### config.mk
export PLATFORM = sky130hd
export DESIGN_NAME = sha512_axil_slave
export DESIGN_NICKNAME = d
export VERILOG_FILES = /design/src/verilog/sha512_pkg.sv /design/src/verilog/sha512_axil_slave.sv
export SDC_FILE = /design/constraint.sdc
export NUM_CORES = 1
export LEC_CHECK = 0
export BUFFER_PORTS_ARGS = -buffer_cell sky130_fd_sc_hd__buf_2
export CORE_MARGIN = 10
export CORE_UTILIZATION = 30
export CTS_CLUSTER_DIAMETER = 100
export DETAILED_ROUTE_END_ITERATION = 7
export PLACE_DENSITY = 0.87
export SLEW_MARGIN = 20
export SYNTH_ARGS = -nofsm -noshare
export SYNTH_HDL_FRONTEND = slang
export SYNTH_SLANG_ARGS = --single-unit
### constraint.sdc
create_clock -name clk -period 4.1 [get_ports clk]
set_input_delay 0.82 -clock clk [delete_from_list [all_inputs] [get_ports clk]]
set_output_delay 0.82 -clock clk [all_outputs]
set_load 0.02 [all_outputs]
### src/verilog/sha512_pkg.sv
package sha512_pkg;

  typedef logic [31:0]   reg_data_t;
  typedef logic [63:0]   sha512_word_t;
  typedef logic [1023:0] sha512_block_t;
  // Element 0 is H0 and sits in the top 64 bits
  typedef sha512_word_t [0:7] sha512_digest_t;

  localparam int BLOCK_WORDS  = 32;
  localparam int DIGEST_WORDS = 16;

  // ----------------------------------------------------------------------
  // Register map, byte addresses
  // ----------------------------------------------------------------------
  localparam logic [8:0] ADDR_CTRL   = 9'h010;
  localparam logic [8:0] ADDR_STATUS = 9'h018;
  localparam logic [8:0] ADDR_INTR   = 9'h020;
  localparam logic [8:0] ADDR_BLOCK  = 9'h080;
  localparam logic [8:0] ADDR_DIGEST = 9'h100;

  typedef struct packed {
    logic       valid;
    logic       write;
    logic [8:0] addr;
    reg_data_t  wdata;
  } reg_req_t;

  typedef struct packed {
    reg_data_t rdata;
    logic      err;
  } reg_rsp_t;

  typedef struct packed {
    logic init;
    logic next;
    logic zeroize;
  } core_cmd_t;

  typedef enum logic [1:0] {OKAY = 2'b00, SLVERR = 2'b10} axil_resp_e;
  typedef enum logic [1:0] {CORE_IDLE, CORE_ROUNDS, CORE_UPDATE} core_state_e;
  typedef enum logic [1:0] {AXIL_IDLE, AXIL_WRESP, AXIL_RRESP} axil_state_e;

  // ----------------------------------------------------------------------
  // FIPS 180-4 constants
  // ----------------------------------------------------------------------
  localparam sha512_digest_t sha512_h_init = {
    64'h6a09e667f3bcc908, 64'hbb67ae8584caa73b, 64'h3c6ef372fe94f82b, 64'ha54ff53a5f1d36f1,
    64'h510e527fade682d1, 64'h9b05688c2b3e6c1f, 64'h1f83d9abfb41bd6b, 64'h5be0cd19137e2179
  };

  localparam sha512_word_t k_table [80] = '{
    64'h428a2f98d728ae22, 64'h7137449123ef65cd, 64'hb5c0fbcfec4d3b2f, 64'he9b5dba58189dbbc,
    64'h3956c25bf348b538, 64'h59f111f1b605d019, 64'h923f82a4af194f9b, 64'hab1c5ed5da6d8118,
    64'hd807aa98a3030242, 64'h12835b0145706fbe, 64'h243185be4ee4b28c, 64'h550c7dc3d5ffb4e2,
    64'h72be5d74f27b896f, 64'h80deb1fe3b1696b1, 64'h9bdc06a725c71235, 64'hc19bf174cf692694,
    64'he49b69c19ef14ad2, 64'hefbe4786384f25e3, 64'h0fc19dc68b8cd5b5, 64'h240ca1cc77ac9c65,
    64'h2de92c6f592b0275, 64'h4a7484aa6ea6e483, 64'h5cb0a9dcbd41fbd4, 64'h76f988da831153b5,
    64'h983e5152ee66dfab, 64'ha831c66d2db43210, 64'hb00327c898fb213f, 64'hbf597fc7beef0ee4,
    64'hc6e00bf33da88fc2, 64'hd5a79147930aa725, 64'h06ca6351e003826f, 64'h142929670a0e6e70,
    64'h27b70a8546d22ffc, 64'h2e1b21385c26c926, 64'h4d2c6dfc5ac42aed, 64'h53380d139d95b3df,
    64'h650a73548baf63de, 64'h766a0abb3c77b2a8, 64'h81c2c92e47edaee6, 64'h92722c851482353b,
    64'ha2bfe8a14cf10364, 64'ha81a664bbc423001, 64'hc24b8b70d0f89791, 64'hc76c51a30654be30,
    64'hd192e819d6ef5218, 64'hd69906245565a910, 64'hf40e35855771202a, 64'h106aa07032bbd1b8,
    64'h19a4c116b8d2d0c8, 64'h1e376c085141ab53, 64'h2748774cdf8eeb99, 64'h34b0bcb5e19b48a8,
    64'h391c0cb3c5c95a63, 64'h4ed8aa4ae3418acb, 64'h5b9cca4f7763e373, 64'h682e6ff3d6b2b8a3,
    64'h748f82ee5defb2fc, 64'h78a5636f43172f60, 64'h84c87814a1f0ab72, 64'h8cc702081a6439ec,
    64'h90befffa23631e28, 64'ha4506cebde82bde9, 64'hbef9a3f7b2c67915, 64'hc67178f2e372532b,
    64'hca273eceea26619c, 64'hd186b8c721c0c207, 64'heada7dd6cde0eb1e, 64'hf57d4f7fee6ed178,
    64'h06f067aa72176fba, 64'h0a637dc5a2c898a6, 64'h113f9804bef90dae, 64'h1b710b35131c471b,
    64'h28db77f523047d84, 64'h32caab7b40c72493, 64'h3c9ebe0a15c9bebc, 64'h431d67c49c100d4c,
    64'h4cc5d4becb3e42b6, 64'h597f299cfc657e2a, 64'h5fcb6fab3ad6faec, 64'h6c44198c4a475817
  };

endpackage

### src/verilog/sha512_axil_slave.sv
`timescale 1ns/100ps

module sha512_axil_slave #(
  parameter int AXIL_ADDR_W = 12
) (
  input  logic                   clk,
  input  logic                   reset_n,
  input  logic                   awvalid,
  output logic                   awready,
  input  logic [AXIL_ADDR_W-1:0] awaddr,
  input  logic                   wvalid,
  output logic                   wready,
  input  logic [31:0]            wdata,
  output logic                   bvalid,
  input  logic                   bready,
  output sha512_pkg::axil_resp_e bresp,
  input  logic                   arvalid,
  output logic                   arready,
  input  logic [AXIL_ADDR_W-1:0] araddr,
  output logic                   rvalid,
  input  logic                   rready,
  output logic [31:0]            rdata,
  output sha512_pkg::axil_resp_e rresp,
  output sha512_pkg::reg_req_t   reg_req,
  input  sha512_pkg::reg_rsp_t   reg_rsp
);
  import sha512_pkg::*;

  axil_state_e state_q;
  axil_resp_e  resp_q;
  reg_data_t   rdata_q;
  logic        idle;
  logic        wr_accept;
  logic        rd_accept;

  assign idle = (state_q == AXIL_IDLE);
  // Address and data must arrive together; a read waits behind any write
  assign wr_accept = idle && awvalid && wvalid;
  assign rd_accept = idle && arvalid && !awvalid && !wvalid;

  assign awready = wr_accept;
  assign wready  = wr_accept;
  assign arready = rd_accept;

  // Single-cycle register access, upper address bits are dropped
  always_comb begin
    reg_req.valid = wr_accept || rd_accept;
    reg_req.write = wr_accept;
    reg_req.addr  = wr_accept ? awaddr[8:0] : araddr[8:0];
    reg_req.wdata = wdata;
  end

  always_ff @(posedge clk or negedge reset_n) begin
    if (!reset_n) begin
      state_q <= AXIL_IDLE;
      resp_q  <= OKAY;
    end else begin
      case (state_q)
        AXIL_IDLE: begin
          if (wr_accept || rd_accept) begin
            state_q <= wr_accept ? AXIL_WRESP : AXIL_RRESP;
            resp_q  <= reg_rsp.err ? SLVERR : OKAY;
          end
        end
        AXIL_WRESP: begin
          if (bready) begin
            state_q <= AXIL_IDLE;
          end
        end
        AXIL_RRESP: begin
          if (rready) begin
            state_q <= AXIL_IDLE;
          end
        end
        default: state_q <= AXIL_IDLE;
      endcase
    end
  end

  always_ff @(posedge clk) begin
    if (rd_accept) begin
      rdata_q <= reg_rsp.rdata;
    end
  end

  // Response held until the manager takes it
  assign bvalid = (state_q == AXIL_WRESP);
  assign rvalid = (state_q == AXIL_RRESP);
  assign bresp  = resp_q;
  assign rresp  = resp_q;
  assign rdata  = rdata_q;

endmodule

* After elaboration in Yosys (flattened, before gate mapping)
Cells that the tools add are included.
Word-level totals: input bits 96, output and inout bits 84, bits in latches 0, memories 0, register bits after elaboration 36, bits in read-only memories 0, bits in writable memories 0, logic and storage cells 26
Operators by class: multipliers 0, reductions and logical operators 11, mux-type cells 7, eq/ne operators 5, $add $sub $neg 0, divide/modulo/power cells 0, magnitude comparators 0, bitwise operators 0, shift-type cells 0
Operators by type and width (count):
- $mux 2 | 5
- $mux 9 | 1
- $pmux 2 s3 | 1
- $logic_and 1x1->1 | 5
- $ne 2x1->1 const B | 2
- $reduce_and 3->1 | 1
- $eq 2x1->1 const B | 1
- $eq 2x2->1 const B | 1
- $logic_not 1->1 | 2
- $logic_not 2->1 | 1
- $ne 2x2->1 const B | 1
- $reduce_and 2->1 | 1
- $logic_or 1x1->1 | 1

* Depth between registers and ports, before layout
depth after elaboration 7, mapped depth 4

* Least setup slack after synthesis
OpenSTA, ideal clock, no wires.
path type input port to output port, start point input port wvalid, end point output port arready, stages on the path 2, setup slack -0.546 ns, required time 3.280 ns, buffers on the path 0, data arrival time 3.826 ns, cell sequence or3b_4 > nor3_1
On the way: cells in the longest elaborated chain, start to end 2
Ends and longest elaborated chain:
- from (decl) | line sha512_axil_slave.sv:11 | input logic wvalid,
- $logic_not 1->1 | line sha512_axil_slave.sv:39 | assign rd_accept = idle && arvalid && !awvalid && !wvalid;
- $logic_and 1x1->1 | line sha512_axil_slave.sv:39
- to (decl) | line sha512_axil_slave.sv:18 | output logic arready,
No other way between the ends.

==> Implementation_results.wiki <==
{| class="wikitable"
! Metric !! Value
|-
| Outcome || complete, no violations
|-
| Leading register cell type out of synthesis || sky130_fd_sc_hd__edfxtp_1
|-
| Final weighted congestion in routability-driven placement || between 0.7 and 0.8
|-
| Headroom to the max-slew limit || between 40% and 50%
|-
| Placeable core region || roughly 5100 sq um
|-
| WP buf/inv || 2
|-
| Crit Reg-Reg Endpoint || rdata[30]$_DFFE_PP_
|-
| Final setup TNS || 0 ns
|-
| Vias || roughly 1,000
|-
| Max stage delay on crit path || ~0.63 ns
|-
| Maximum level of the CTS H-tree || 2
|-
| Global-route wire length before repair || 6120 microns
|-
| Clock Skews || 0.00273 ns
|-
| Number of enable-type register cells in the synthesized netlist || 32
|-
| Total power per unit cell area || 419 nW/um^2
|-
| Post-route clock period utilization || 74.0%
|-
| Resized cells post-CTS || 0
|-
| Total Nets Final || 275
|-
| Layout-stage area growth over the synthesis result || 29.1%
|-
| Detailed-route wire length per cell || 16.4 microns
|-
| CTS Buffer Depth || 2
|-
| Type of origin of the critical path || primary input
|-
| #FFs+latches synth || 35
|-
| RR Startpoint || state_q[0]$_DFFE_PN0P_
|-
| Kind of path behind the tightest hold check || primary input to async pin
|-
| Remaining number of nets flagged by the antenna check after routing || 0
|-
| Most common cell on crit path || sky130_fd_sc_hd__buf_2
|-
| Max Fclk || 330 MHz
|-
| Io pins || 180
|-
| Buffers inserted by post-CTS timing repair || 0
|-
| Quantity of I/O buffers inserted on ports || 107
|-
| Maximum number of pins on one net before global-route repair || 33
|-
| Number of buffers created by CTS || 5
|-
| Post-synthesis instance area || roughly 1600 sq um
|-
| Setup repair after global routing missed its margin || false
|-
| Nature of the critical path endpoint || primary output
|-
| IR drop worst, VDD || 0.000144 V
|-
| CP arrival || 2.21 ns
|-
| Fraction of layout instances using a drive strength above 1 || 67.2%
|-
| Data required time at the worst endpoint || 3.28 ns
|-
| Final Hold Vio Count || 0
|-
| Quantity of hold-fixing buffers added after cts || 0
|-
| Depth of the worst register-to-register path || 2
|-
| DIE AREA || 8530 sq um
|-
| CTS Root Cell || sky130_fd_sc_hd__clkbuf_8
|-
| Tmin final || between 3 and 4 ns
|-
| Remaining global-route overflow || 0
|-
| Most Crowded Layer GR || met2
|-
| Overall power after layout || roughly 0.00085 W
|-
| Final count of pins violating max slew || 0
|-
| Routed wire length || between 4000 and 5000 microns
|-
| Clock tree sinks || 35
|-
| Kind of cell adding the most delay to the critical path || simple AND/OR/NAND/NOR gates
|-
| Met1 usage in global routing || 7.90%
|-
| Residual DRC || 0
|-
| Start-to-end type of the worst setup path || primary input to primary output
|-
| Met3 Use GR || 6.78%
|-
| Via count of the first global-routing pass || approximately 1,100
|-
| Cell with the largest stage delay on the worst path || sky130_fd_sc_hd__nor3_2
|-
| Met2 Use GR || between 15 and 20%
|-
| Mean cell area of the mapped netlist || 15.3 sq um
|-
| Clock latency of the later-clocked register in the worst-skew pair || around 0.28 ns
|-
| Tightest Pin Transition || a little over 0.8 ns
|-
| First-pass DRT Iterations || 2
|-
| List of cells traversed by the critical path || buf_2, nand2_1, nor3_2, mux2_1, buf_2
|-
| Sequential cell area fraction in the yosys report || 65.9%
|-
| Max-cap viol count || 0
|-
| Number of filler instances in the final layout || 486
|-
| Horizontal extent of the die || 92.4 microns
|-
| Yosys cell types || 22
|-
| Leakage power of the design || 0.918 nW
|-
| Std cell rows || 26
|-
| Count of synthesis-stage warnings from yosys || 0
|-
| 1st-iter DRT viols || 35
|-
| Share of flip-flops with an asynchronous set or reset || 8.57%
|-
| Total of endpoints with negative setup slack in the final report || 0
|-
| Maximum fanout along the worst path || 13
|-
| Height of the die || roughly 90 microns
|-
| Starting Density || roughly 31%
|-
| Vias per std cell || 4.18
|-
| Reg clk slew, reported paths || 0.07 ns
|-
| Total global routing track utilization || 9.28%
|-
| Reg2Reg Setup Slack || 2.58 ns
|-
| Antenna violations before repair || 1
|-
| Antenna cell count || 0
|-
| TritonCTS clock tree || yes
|-
| Placed wire-length estimate || ~3600 microns
|-
| Final standard cell count with taps included and fillers excluded || 250
|-
| Gate count after technology mapping || 103
|-
| Number of cells in the design after placement || 242
|}
[placed cells by master, fill, tap and decap left out, drive strengths merged, types with 2 or more instances in the layout]
cell type  netlist  final
nor3             2      2
a211oi           2      2
conb             1      2
mux2            10     10
edfxtp          32     32
buf             40    108
clkbuf           0      5
clkinv           0      2
nor2b            3      3
dfrtp            3      3
[metrics by stage]
step	setup slack, ns	cell area, sq um	utilization (%)	hold WS, ns
6_report	1.07	2030	39.7	0.323
5_1_grt	0.880	2030	39.7	0.319
4_1_cts	1.03	2030	39.7	0.316
3_5_place_dp	1.03	1920	37.5	0.623
3_3_place_gp	1.01	1920	37.5	0.617
2_1_floorplan	0.568	1580	-	0.516
[worst reg2reg max path: cells and delay by family (launching register included)]
| kind | cells | cell delay [ns] |
|---|---|---|
| and+or+nand+nor | 1 | 0.29 |
| DFF | 1 | 0.50 |
| buffers and inverters | 1 | 0.40 |
[layout make-up]
cell class / count / area [sq um] / area share (%)
well taps: 70 / 87.6 / 4.32
repair buffers: 108 / 543 / 26.8
inverters: 1 / 3.75 / 0.185
flip-flops and latches: 35 / 1040 / 51.1
multi-input cells: 28 / 245 / 12.1
clock inverters: 3 / 43.8 / 2.16
clock buffers: 5 / 68.8 / 3.39
[power by group]
group	switching (W)	total [W]	internal, W
Sequential	0.0000139	0.000421	0.000407
Clock	0.000117	0.000298	0.000181
Combinational	0.0000763	0.000131	0.0000547
Total	0.000207	0.000850	0.000643
[worst max-delay path by stage]
| stage | from | end | cells after the start |
|---|---|---|---|
| finish | awvalid | reg_req[34] | 5 |
| floorplan | wvalid | arready | 2 |
| CTS | awvalid | reg_req[34] | 5 |
| global route | awvalid | reg_req[34] | 5 |
| detailed placement | awvalid | reg_req[34] | 5 |
| global placement | awvalid | reg_req[34] | 5 |
[Yosys cell counts (2+ instances only)]
cell | number | area share (%)
sky130_fd_sc_hd__nor2b_1 | 3 | 1.2
sky130_fd_sc_hd__dfrtp_1 | 3 | 4.8
sky130_fd_sc_hd__buf_4 | 38 | 18
sky130_fd_sc_hd__edfxtp_1 | 32 | 61
sky130_fd_sc_hd__a211oi_1 | 2 | 0.96
sky130_fd_sc_hd__mux2_1 | 9 | 6.4
[cell families (layout without fill, tap and decap cells)]
group,count (synthesis),in the layout,share of synthesized area [%]
compound gates,6,6,2.71
buf+inv,41,117,19.4
flops,35,35,65.9
mux,10,10,7.17
other cells,1,2,0.239
simple gates,10,10,4.54
[metal layers]
metal	part of all wire, %	wire, microns
met3	19	796
met1	29	1170
met4	1.8	73
met5	0.32	13
met2	50	2040
[flip-flops by register name (all words and copies together) (netlist names)]
name	flops
bresp	1
rdata	32
state_q	2
Note: power is estimated with default switching activity, not from simulation.
